`src/logic/fetch_pkg.sv`:
```
`default_nettype none

package fetch_pkg;

    localparam int unsigned xlen = 32;                  // data and address width
    localparam logic [xlen-1:0] reset_vector = 32'h0;   // first fetch after reset
    localparam logic [xlen-1:0] pc_step = 32'd4;        // one 32-bit word per fetch
    localparam logic [xlen-1:0] nop_instr = 32'h00000013; // addi x0,x0,0

    // fetch FSM, same roles as the memory fetch block it grew from
    typedef enum logic [1:0] {
        fs_idle         = 2'b00, // free, may issue a request
        fs_wait_gnt     = 2'b01, // req held, memory has not taken it yet
        fs_wait_rvalid  = 2'b10, // granted, word still to come
        fs_abort_rvalid = 2'b11  // granted but aborted, word gets dropped
    } fetch_state_e;

    // rv32i major opcodes, instr[6:0]
    typedef enum logic [6:0] {
        op_lui    = 7'b0110111,
        op_auipc  = 7'b0010111,
        op_jal    = 7'b1101111,
        op_jalr   = 7'b1100111,
        op_branch = 7'b1100011,
        op_load   = 7'b0000011,
        op_store  = 7'b0100011,
        op_imm    = 7'b0010011,
        op_reg    = 7'b0110011,
        op_other  = 7'b0000000  // anything not listed above
    } opcode_e;

    // read-only instruction memory port
    typedef struct packed {
        logic            req;
        logic [xlen-1:0] addr;
    } mem_req_t;

    typedef struct packed {
        logic            gnt;
        logic            rvalid; // one per grant, at least a cycle later
        logic [xlen-1:0] rdata;
    } mem_rsp_t;

    // fetched word tagged with its address
    typedef struct packed {
        logic            valid;
        logic [xlen-1:0] pc;
        logic [xlen-1:0] instr; // nop_instr while valid is low
    } fetch_out_t;

    typedef struct packed {
        logic            valid;
        logic [xlen-1:0] pc;
        logic [xlen-1:0] instr;
        opcode_e         opcode;
        logic            is_jal;
        logic [xlen-1:0] target; // pc + j immediate, only meaningful on jal
    } decoded_t;

    typedef struct packed {
        logic            valid;
        logic [xlen-1:0] target;
    } redirect_t;

endpackage

`default_nettype wire

```
`src/logic/fetch_top.sv`:
```
`timescale 1ns/10ps
`default_nettype none

// fetch front end: pc generator, fetch unit, predecoder
module fetch_top (
    input  logic                    clk,
    input  logic                    reset,
    input  logic                    stall_i,   // execute stall, holds the whole front end
    output fetch_pkg::mem_req_t     mem_req_o,
    input  fetch_pkg::mem_rsp_t     mem_rsp_i,
    output fetch_pkg::decoded_t     decoded_o
);

    logic [fetch_pkg::xlen-1:0] pc;
    logic                       pc_valid;
    logic                       next_ready;  // grant seen, pc may step
    fetch_pkg::redirect_t       redirect;    // jal from predecode
    fetch_pkg::fetch_out_t      fetch;

    pc_gen u_pc_gen (
        .clk          (clk),
        .reset        (reset),
        .stall_i      (stall_i),
        .next_ready_i (next_ready),
        .redirect_i   (redirect),
        .pc_o         (pc),
        .pc_valid_o   (pc_valid)
    );

    ins_fetch u_ins_fetch (
        .clk          (clk),
        .reset        (reset),
        .pc_i         (pc),
        .pc_valid_i   (pc_valid),
        .stall_i      (stall_i),
        .redirect_i   (redirect),
        .mem_req_o    (mem_req_o),
        .mem_rsp_i    (mem_rsp_i),
        .next_ready_o (next_ready),
        .fetch_o      (fetch)
    );

    ins_predecode u_ins_predecode (
        .clk          (clk),
        .reset        (reset),
        .stall_i      (stall_i),
        .fetch_i      (fetch),
        .redirect_o   (redirect),
        .decoded_o    (decoded_o)
    );

endmodule

`default_nettype wire

```
`src/logic/ins_fetch.sv`:
```
`timescale 1ns/10ps
`default_nettype none

// instruction fetch on the req/gnt/rvalid port
// one read outstanding at most, nop while nothing is ready,
// one backup entry for a word that lands while execute is stalled
module ins_fetch (
    input  logic                           clk,
    input  logic                           reset,
    input  logic [fetch_pkg::xlen-1:0]     pc_i,
    input  logic                           pc_valid_i,
    input  logic                           stall_i,
    input  fetch_pkg::redirect_t           redirect_i,  // acts as abort
    output fetch_pkg::mem_req_t            mem_req_o,
    input  fetch_pkg::mem_rsp_t            mem_rsp_i,
    output logic                           next_ready_o,
    output fetch_pkg::fetch_out_t          fetch_o
);

    fetch_pkg::fetch_state_e state_q, state_d;

    logic                       accept;    // pc side wants a fetch and may have one
    logic                       slot_free; // nothing outstanding after this cycle
    logic                       issue;     // fresh request this cycle
    logic                       req;
    logic                       mem_word;  // live word from memory
    logic                       deliver_mem;
    logic                       deliver_bk;

    logic [fetch_pkg::xlen-1:0] req_pc_q;  // address of the granted request

    // backup entry, filled when rvalid meets a stall
    logic                       bk_valid_q;
    logic [fetch_pkg::xlen-1:0] bk_pc_q;
    logic [fetch_pkg::xlen-1:0] bk_instr_q;

    // a jal in flight blocks its sequential successor
    assign accept = pc_valid_i & ~stall_i & ~redirect_i.valid;

    always_comb begin
        state_d   = state_q;
        slot_free = 1'b0;
        case (state_q)
            fetch_pkg::fs_idle: begin
                slot_free = 1'b1;
            end
            fetch_pkg::fs_wait_gnt: begin
                // req stays up until taken, stall or not
                if (mem_rsp_i.gnt) begin
                    state_d = redirect_i.valid ? fetch_pkg::fs_abort_rvalid
                                               : fetch_pkg::fs_wait_rvalid;
                end
            end
            fetch_pkg::fs_wait_rvalid: begin
                if (mem_rsp_i.rvalid) begin
                    slot_free = 1'b1;             // word handed out or backed up
                    state_d   = fetch_pkg::fs_idle;
                end else if (redirect_i.valid) begin
                    state_d = fetch_pkg::fs_abort_rvalid; // word now stale
                end
            end
            fetch_pkg::fs_abort_rvalid: begin
                // drop the stale word, even if it lands under stall
                if (mem_rsp_i.rvalid) begin
                    slot_free = 1'b1;
                    state_d   = fetch_pkg::fs_idle;
                end
            end
            default: begin
                state_d = fetch_pkg::fs_idle;
            end
        endcase

        // back-to-back: next request may go out with the rvalid
        if (slot_free && accept) begin
            state_d = mem_rsp_i.gnt ? fetch_pkg::fs_wait_rvalid : fetch_pkg::fs_wait_gnt;
        end
    end

    assign issue = slot_free & accept;
    assign req   = issue | (state_q == fetch_pkg::fs_wait_gnt);

    always_comb begin
        mem_req_o.req  = req;
        mem_req_o.addr = req ? pc_i : '0; // pc_i holds still until the grant
    end

    assign next_ready_o = req & mem_rsp_i.gnt; // pc_gen steps on this

    // word delivery
    assign mem_word    = (state_q == fetch_pkg::fs_wait_rvalid) & mem_rsp_i.rvalid;
    assign deliver_mem = mem_word & ~stall_i;
    assign deliver_bk  = bk_valid_q & ~stall_i; // first cycle after stall drops

    always_comb begin
        fetch_o.valid = deliver_mem | deliver_bk;
        fetch_o.pc    = bk_valid_q ? bk_pc_q : req_pc_q;
        fetch_o.instr = fetch_pkg::nop_instr; // bubble
        if (deliver_bk) begin
            fetch_o.instr = bk_instr_q;
        end else if (deliver_mem) begin
            fetch_o.instr = mem_rsp_i.rdata;
        end
    end

    always_ff @(posedge clk) begin
        if (reset) begin
            state_q <= fetch_pkg::fs_idle;
        end else begin
            state_q <= state_d;
        end
    end

    // tag for the returning word, updated at the grant edge
    always_ff @(posedge clk) begin
        if (next_ready_o) begin
            req_pc_q <= pc_i;
        end
    end

    always_ff @(posedge clk) begin
        if (reset) begin
            bk_valid_q <= 1'b0;
        end else if (mem_word && stall_i) begin
            bk_valid_q <= 1'b1;          // execute busy, park the word
        end else if (deliver_bk) begin
            bk_valid_q <= 1'b0;
        end
    end

    always_ff @(posedge clk) begin
        if (mem_word && stall_i) begin
            bk_pc_q    <= req_pc_q;
            bk_instr_q <= mem_rsp_i.rdata;
        end
    end

endmodule

`default_nettype wire

```
`src/logic/ins_predecode.sv`:
```
`timescale 1ns/10ps
`default_nettype none

// predecoder behind the fetch unit
// classifies the opcode, resolves jal and registers the result
module ins_predecode (
    input  logic                    clk,
    input  logic                    reset,
    input  logic                    stall_i,
    input  fetch_pkg::fetch_out_t   fetch_i,
    output fetch_pkg::redirect_t    redirect_o,
    output fetch_pkg::decoded_t     decoded_o
);

    fetch_pkg::opcode_e         opcode;
    logic                       is_jal;
    logic [fetch_pkg::xlen-1:0] j_imm;
    logic [fetch_pkg::xlen-1:0] jal_target;
    fetch_pkg::decoded_t        dec_d;
    fetch_pkg::decoded_t        dec_q;

    // opcode class, unknown patterns fold into op_other
    always_comb begin
        case (fetch_i.instr[6:0])
            fetch_pkg::op_lui:    opcode = fetch_pkg::op_lui;
            fetch_pkg::op_auipc:  opcode = fetch_pkg::op_auipc;
            fetch_pkg::op_jal:    opcode = fetch_pkg::op_jal;
            fetch_pkg::op_jalr:   opcode = fetch_pkg::op_jalr;
            fetch_pkg::op_branch: opcode = fetch_pkg::op_branch;
            fetch_pkg::op_load:   opcode = fetch_pkg::op_load;
            fetch_pkg::op_store:  opcode = fetch_pkg::op_store;
            fetch_pkg::op_imm:    opcode = fetch_pkg::op_imm;
            fetch_pkg::op_reg:    opcode = fetch_pkg::op_reg;
            default:              opcode = fetch_pkg::op_other;
        endcase
    end

    assign is_jal = (opcode == fetch_pkg::op_jal);

    // j-type immediate, imm[20|10:1|11|19:12] scattered over instr[31:12]
    assign j_imm = {{12{fetch_i.instr[31]}},
                    fetch_i.instr[19:12],
                    fetch_i.instr[20],
                    fetch_i.instr[30:21],
                    1'b0};

    assign jal_target = fetch_i.pc + j_imm;

    // same cycle as the word, so the successor request never goes out
    always_comb begin
        redirect_o.valid  = fetch_i.valid & is_jal;
        redirect_o.target = jal_target;
    end

    always_comb begin
        dec_d.valid  = fetch_i.valid;
        dec_d.pc     = fetch_i.pc;
        dec_d.instr  = fetch_i.instr; // already nop when invalid
        dec_d.opcode = opcode;
        dec_d.is_jal = is_jal;
        dec_d.target = jal_target;
    end

    // one stage, frozen while execute stalls
    always_ff @(posedge clk) begin
        if (reset) begin
            dec_q.valid <= 1'b0;
        end else if (!stall_i) begin
            dec_q <= dec_d;
        end
    end

    assign decoded_o = dec_q;

endmodule

`default_nettype wire

```
`src/logic/pc_gen.sv`:
```
`timescale 1ns/10ps
`default_nettype none

// program counter for the fetch unit
// steps on every grant, jumps on a redirect
module pc_gen (
    input  logic                           clk,
    input  logic                           reset,
    input  logic                           stall_i,      // execute stall
    input  logic                           next_ready_i, // request granted this cycle
    input  fetch_pkg::redirect_t           redirect_i,
    output logic [fetch_pkg::xlen-1:0]     pc_o,
    output logic                           pc_valid_o
);

    logic [fetch_pkg::xlen-1:0] pc_q;
    logic                       run_q; // low only in the first cycle out of reset

    always_ff @(posedge clk) begin
        if (reset) begin
            pc_q  <= fetch_pkg::reset_vector;
            run_q <= 1'b0;
        end else begin
            run_q <= 1'b1;
            // redirect wins over the sequential step
            if (redirect_i.valid) begin
                pc_q <= redirect_i.target;
            end else if (next_ready_i) begin
                pc_q <= pc_q + fetch_pkg::pc_step; // a grant may land under stall too
            end
        end
    end

    assign pc_o = pc_q;

    // no new fetch under stall or while the pc is being reloaded
    assign pc_valid_o = run_q & ~stall_i & ~redirect_i.valid;

endmodule

`default_nettype wire

```
`config.mk`:
```
export PLATFORM = sky130hd
export DESIGN_NAME = fetch_top
export DESIGN_NICKNAME = d
export VERILOG_FILES = /design/src/logic/fetch_pkg.sv /design/src/logic/fetch_top.sv /design/src/logic/ins_fetch.sv /design/src/logic/ins_predecode.sv /design/src/logic/pc_gen.sv
export SDC_FILE = /design/constraint.sdc
export NUM_CORES = 1
export LEC_CHECK = 0
export BUFFER_PORTS_ARGS = -buffer_cell sky130_fd_sc_hd__buf_2
export CORE_MARGIN = 5
export CORE_UTILIZATION = 60
export CTS_CLUSTER_DIAMETER = 80
export DETAILED_ROUTE_END_ITERATION = 6
export GPL_ROUTABILITY_DRIVEN = 0
export GPL_TIMING_DRIVEN = 0
export PLACE_DENSITY_LB_ADDON = 0.05
export SLEW_MARGIN = 5
export SYNTH_ARGS = -nofsm -noshare
export SYNTH_HDL_FRONTEND = slang
export SYNTH_HIERARCHICAL = 1
export SYNTH_SLANG_ARGS = --single-unit
```
`constraint.sdc`:
```
create_clock -name clk -period 15.7 [get_ports clk]
set_input_delay 3.14 -clock clk [delete_from_list [all_inputs] [get_ports clk]]
set_output_delay 3.14 -clock clk [all_outputs]
set_load 0.01 [all_outputs]
```
==> Word-level counts from Yosys, hierarchy flattened <==
Index checks and enable logic that the tools add are counted.
{ "classes": {"add_sub_neg": 2, "bitwise": 15, "reduce_logical": 9, "muxes": 20, "eq_ne": 16} }
{ "op_table": {"columns": ["op", "n"], "rows": [
  ["32-bit 2-to-1 mux", 6],
  ["7-bit one-hot mux with 9 select lines", 1],
  ["32-bit by 3-bit adder with 32-bit output (second input constant)", 1],
  ["32-bit adder", 1],
  ["7-bit == test (second input constant)", 4],
  ["7-bit by 6-bit == test with 1-bit output (second input constant)", 3],
  ["7-bit by 5-bit == test with 1-bit output (second input constant)", 2],
  ["2-bit 2-to-1 mux", 6],
  ["1-bit bitwise AND", 10],
  ["7-bit by 2-bit == test with 1-bit output (second input constant)", 1],
  ["3-bit by 2-bit inequality test with 1-bit output (second input constant)", 2],
  ["2-bit one-hot mux with 3 select lines", 1],
  ["1-bit 2-to-1 mux", 5],
  ["2-bit == test (second input constant)", 2],
  ["4-bit by 2-bit inequality test with 1-bit output (second input constant)", 1],
  ["4-bit AND reduction", 1],
  ["2-bit nonzero test", 2],
  ["4-bit nonzero test", 1],
  ["1-bit NOT", 3],
  ["2-bit by 1-bit == test with 1-bit output (second input constant)", 1],
  ["1-bit logical AND", 2],
  ["2-bit logical NOT", 1],
  ["1-bit OR", 2],
  ["1-bit one-hot mux with 2 select lines", 1],
  ["2 further kinds", 2]
]} }
{ "word_totals": {"register_bits": 237, "output_inout_bits": 138, "input_bits": 37, "wordCells": 75} }

==> Logic depth before layout (Yosys ltp) <==
{ "logic_depth": {"depth_word": 18, "mapped_depth": 23, "mapped_depth_nobuf": 15} }

==> Cells and area by module <==
Netlist, hierarchy kept.
{ "modules_own_cells": {"columns": ["module", "cells_per_inst", "seq_area_each_um2", "n_inst", "area_per_inst_um2"], "rows": [
  ["ins_predecode", 354, 3083.0, 1, 4804.6],
  ["ins_fetch", 241, 2942.8, 1, 4048.9],
  ["pc_gen", 223, 660.6, 1, 1900.6]
]} }

==> Worst setup path before layout <==
Ideal clock, no wire load.
{ "synth_timing": {"path_kind": "input -> output", "start": "in stall_i", "end": "out mem_req_o[22] (netlist name)", "required_ns": 12.560, "path_slack_ns": 6.412, "cell_stages": 16, "path_buffers": 5, "t_arrival_ns": 6.148, "cell_sequence": "nor2b_1 clkbuf_1 clkbuf_1 nor3_1 nor2_1 nand2b_1 or2_1 nor2_1 and2_1 clkbuf_1 buf_1 nor3b_1 or3b_1 o211ai_2 buf_6 and2_1"} }
{ "synth_lines": {"columns": ["element", "line", "text"], "rows": [
  ["start, declared", "fetch_top.sv:8", "input logic stall_i,"],
  ["end, declared", "fetch_top.sv:9", "output fetch_pkg::mem_req_t mem_req_o,"]
]} }

==> flow_metrics.env <==
export IMPL_outcome="finished clean"
export IMPL_synth_area_um2=10800
export IMPL_post_route_drc_count=0
export IMPL_h_tree_depth=1
export IMPL_grt_first_pass_wirelength_um=40800
export IMPL_leakage_nw=4.99
export IMPL_tns_ps=0
export IMPL_synth_seq_cells=235
export IMPL_antenna_found_initial=0
export IMPL_netlist_top_cells_area="edfxtp_1 55%, dfxtp_1 6.9%, ha_1 3.6%, mux2_2 3.4%, and2_1 2.4%"
export IMPL_cts_hold_buf=0
export IMPL_coreArea_um2=17800
export IMPL_avgRoutedWirePerCell_um=20.5
export IMPL_finalCritPeriodShare_pct=70.9
export IMPL_clkLatencyLatePin_ps=530
export IMPL_setup_viol=0
export IMPL_hold_viol=0
export IMPL_grt_overflow=0
export IMPL_vias_per_cell=6.06
export IMPL_yosysTopAreaCell="edfxtp_1"
export IMPL_ys_seq_area_share_pct=62.2
export IMPL_syn2layout_area_growth_pct=19.5
export IMPL_clock_path_buffers=3
export IMPL_critPathLaunch="stall_i"
export IMPL_n_antenna_cell=0
export IMPL_slew_viol_final=0
export IMPL_clockRootBuffer="clkbuf_16"
export IMPL_cts_resized=0
export IMPL_post_place_ws_ps=4710
export IMPL_hpwl_um=18900
export IMPL_wl_um=26100
export IMPL_start_util_pct=60.5
export IMPL_cts_sinks=235
export IMPL_die_area_um2=20700
export IMPL_grt_total_usage_pct=25.1
export IMPL_power_density_nw_per_um2=106
export IMPL_skew_ps=13.6
export IMPL_end_kind="primary output"
export IMPL_ys_warn_count=6
export IMPL_ir_drop_mv=0.116
export IMPL_hold_slack_ps=439
export IMPL_synth_edff_count=198
export IMPL_cts_tree="done"
export IMPL_cts_buffers_inserted=25
export IMPL_synth_ff_type="edfxtp_1"
export IMPL_reg2reg_from="u_ins_fetch/bk_valid_q$_SDFFE_PP0P_"
export IMPL_synth_top_area_share_pct=55.3
export IMPL_first_pass_iters=5
export IMPL_ys_types=71
export IMPL_arrival_ps=7990
export IMPL_initialDrtViolationCount=698
export IMPL_grt_max_degree=54
export IMPL_fin_ws_ps=4570
export IMPL_grt_pass1_vias=7560
export IMPL_min_period_ps=11130
export IMPL_io_pins=175
export IMPL_finalNonFillerCells=1272
export IMPL_cts_setup_buffers=0
export IMPL_nets=1093
export IMPL_cp_start_kind="input pin"
export IMPL_fmax_ghz=0.0899
export IMPL_dp_cells=1226
export IMPL_vias=7702
export IMPL_reg2reg_depth=23
export IMPL_tightest_slew_ps=746
export IMPL_r2r_end="u_pc_gen/pc_o[22]$_SDFFE_PP0N_"
export IMPL_critPathMaxFanout=11
export IMPL_die_h_um=144
export IMPL_rsz0062_at_grt="false"
export IMPL_clkTransAtPathRegs_ps=60
export IMPL_synth_area_per_cell_um2=13.1
export IMPL_num_rows=49
export IMPL_postRouteAntennaNets=0
export IMPL_rrSetupSlack_ps=8790
export IMPL_placed_area_um2=12000
export IMPL_die_x_um=144
export IMPL_min_path_type="register to register"
export IMPL_async_flop_share_pct=0
export IMPL_synthCells=818
export IMPL_maxCapViolations=0
export IMPL_synthesis_nets=887
export IMPL_port_buffers=174
export IMPL_cp_endpoint="mem_req_o[14]"
export IMPL_design_area_um2=12800
export IMPL_worstSetupPathType="input pin to primary output"
export IMPL_slew_headroom_pct=50.2
export IMPL_layout_drive_gt1_share_pct=26.3
export IMPL_cp_required_ps=12560
cells by family after synthesis:
family | count (synthesis) | synth area share (%)
simple gates | 234 | 12.1
buf+inv | 56 | 2.61
mux | 36 | 3.72
xor+xnor | 37 | 3.01
compound gates | 188 | 12.6
fa+ha+maj | 32 | 3.79
flops | 235 | 62.2
metrics by stage:
step	power, mW	util (%)
6_report	1.36	72.3
2_1_floorplan	0.755	-
4_1_cts	1.37	72.3
5_1_grt	1.40	72.3
3_3_place_gp	0.785	67.0
3_5_place_dp	0.788	67.7
flip-flops by register name, summed over array words and instances (netlist names):
| signal | flops |
|---|---|
| u_ins_predecode/decoded_o | 103 |
| u_ins_fetch/bk_instr_q | 32 |
| u_ins_fetch/bk_pc_q | 32 |
| u_ins_fetch/req_pc_q | 32 |
| u_pc_gen/pc_o | 32 |
| u_ins_fetch/state_q | 2 |
| u_ins_fetch/bk_valid_q | 1 |
| u_pc_gen/run_q | 1 |
layer usage:
metal  track usage (%)  up-vias  share of wire, %  wire, µm
met4              6.69        0               1.9       495
met2              40.3      347                46     12100
met5                 0        -                 0         0
met1              35.8     3706                42     11100
met3              4.39       44               9.5      2490
li1                  -     3605                 -         -
critical path: stages:
cell and delay [ps]:
buf_2 190, nand4bb_1 470, nor2_1 270, buf_2 260
a22o_1 210, inv_1 80, or2_1 300, nor2_1 360
and2_1 460, clkbuf_1 450, buf_1 550, nor3b_1 180
or3b_1 260, o211ai_2 240, buf_6 230, and2_1 180
buf_2 140
cells in the mapped netlist (all sizes together), types with 3 or more instances:
master and number:
a2111oi 4, a211oi 18, a21o 13, a21oi 34
a22o 29, a311o 3, a311oi 12, a31oi 7
and2 43, and3 9, and4 11, buf 21
clkbuf 23, dfxtp 37, edfxtp 198, ha 31
inv 11, mux2 32, mux2i 4, nand2 35
nand2b 7, nand3 12, nand4 17, nor2 56
nor2b 8, nor3 11, nor4 3, o211ai 6
o21a 4, o21ai 26, o21bai 4, o31ai 10
or3 4, or4 9, xnor2 17, xor2 20
area by class of cell:
class	count	area [µm²]
Buffer	44	235
Multi-Input combinational cell	527	3800
Tap cell	229	287
Fill cell	1262	4930
Clock buffer	32	652
Clock inverter	14	156
Timing Repair Buffer	179	986
Sequential cell	235	6690
Inverter	12	45.0
worst min-delay path by stage:
stage                                            startpoint  depth (start not counted)                           endpoint
after floorplan               u_pc_gen/pc_o[8]$_SDFFE_PP0N_                          0  u_ins_fetch/req_pc_q[8]$_DFFE_PP_
after global placement    u_ins_fetch/req_pc_q[9]$_DFFE_PP_                          0   u_ins_fetch/bk_pc_q[9]$_DFFE_PP_
after detailed placement  u_ins_fetch/req_pc_q[9]$_DFFE_PP_                          0   u_ins_fetch/bk_pc_q[9]$_DFFE_PP_
after CTS                 u_ins_fetch/req_pc_q[0]$_DFFE_PP_                          0   u_ins_fetch/bk_pc_q[0]$_DFFE_PP_
after global routing      u_ins_fetch/req_pc_q[1]$_DFFE_PP_                          0   u_ins_fetch/bk_pc_q[1]$_DFFE_PP_
final                     u_ins_fetch/req_pc_q[0]$_DFFE_PP_                          0   u_ins_fetch/bk_pc_q[0]$_DFFE_PP_
where the power goes:
group	internal, mW	switching (mW)
registers	0.692	0.00520
logic	0.0290	0.0481
clock network	0.345	0.238
total	1.07	0.291
placed cells by master (no fill, tap or decap), types with 4 or more instances in the layout:
master / n
o21ai_0: 26
clkbuf_1: 29
nor2b_1: 8
or3_1: 4
ha_1: 31
xor2_1: 20
buf_1: 6
and2_1: 40
a21oi_1: 34
or4_1: 9
o211ai_1: 5
a311oi_1: 12
buf_2: 178
a2111oi_0: 4
nand2b_1: 7
nand3_1: 11
a21o_1: 13
edfxtp_1: 198
buf_4: 5
mux2i_1: 4
inv_1: 11
nor2_1: 55
buf_6: 6
and4_1: 9
o21a_1: 4
nand2_1: 34
a22o_1: 29
clkbuf_16: 25
dfxtp_1: 37
o31ai_1: 10
a31oi_1: 7
xnor2_1: 17
clkinv_1: 7
and3_1: 8
nand4_1: 16
nor3_1: 11
a211oi_1: 18
mux2_2: 32
No activity file was read; power rests on OpenSTA's default activity.
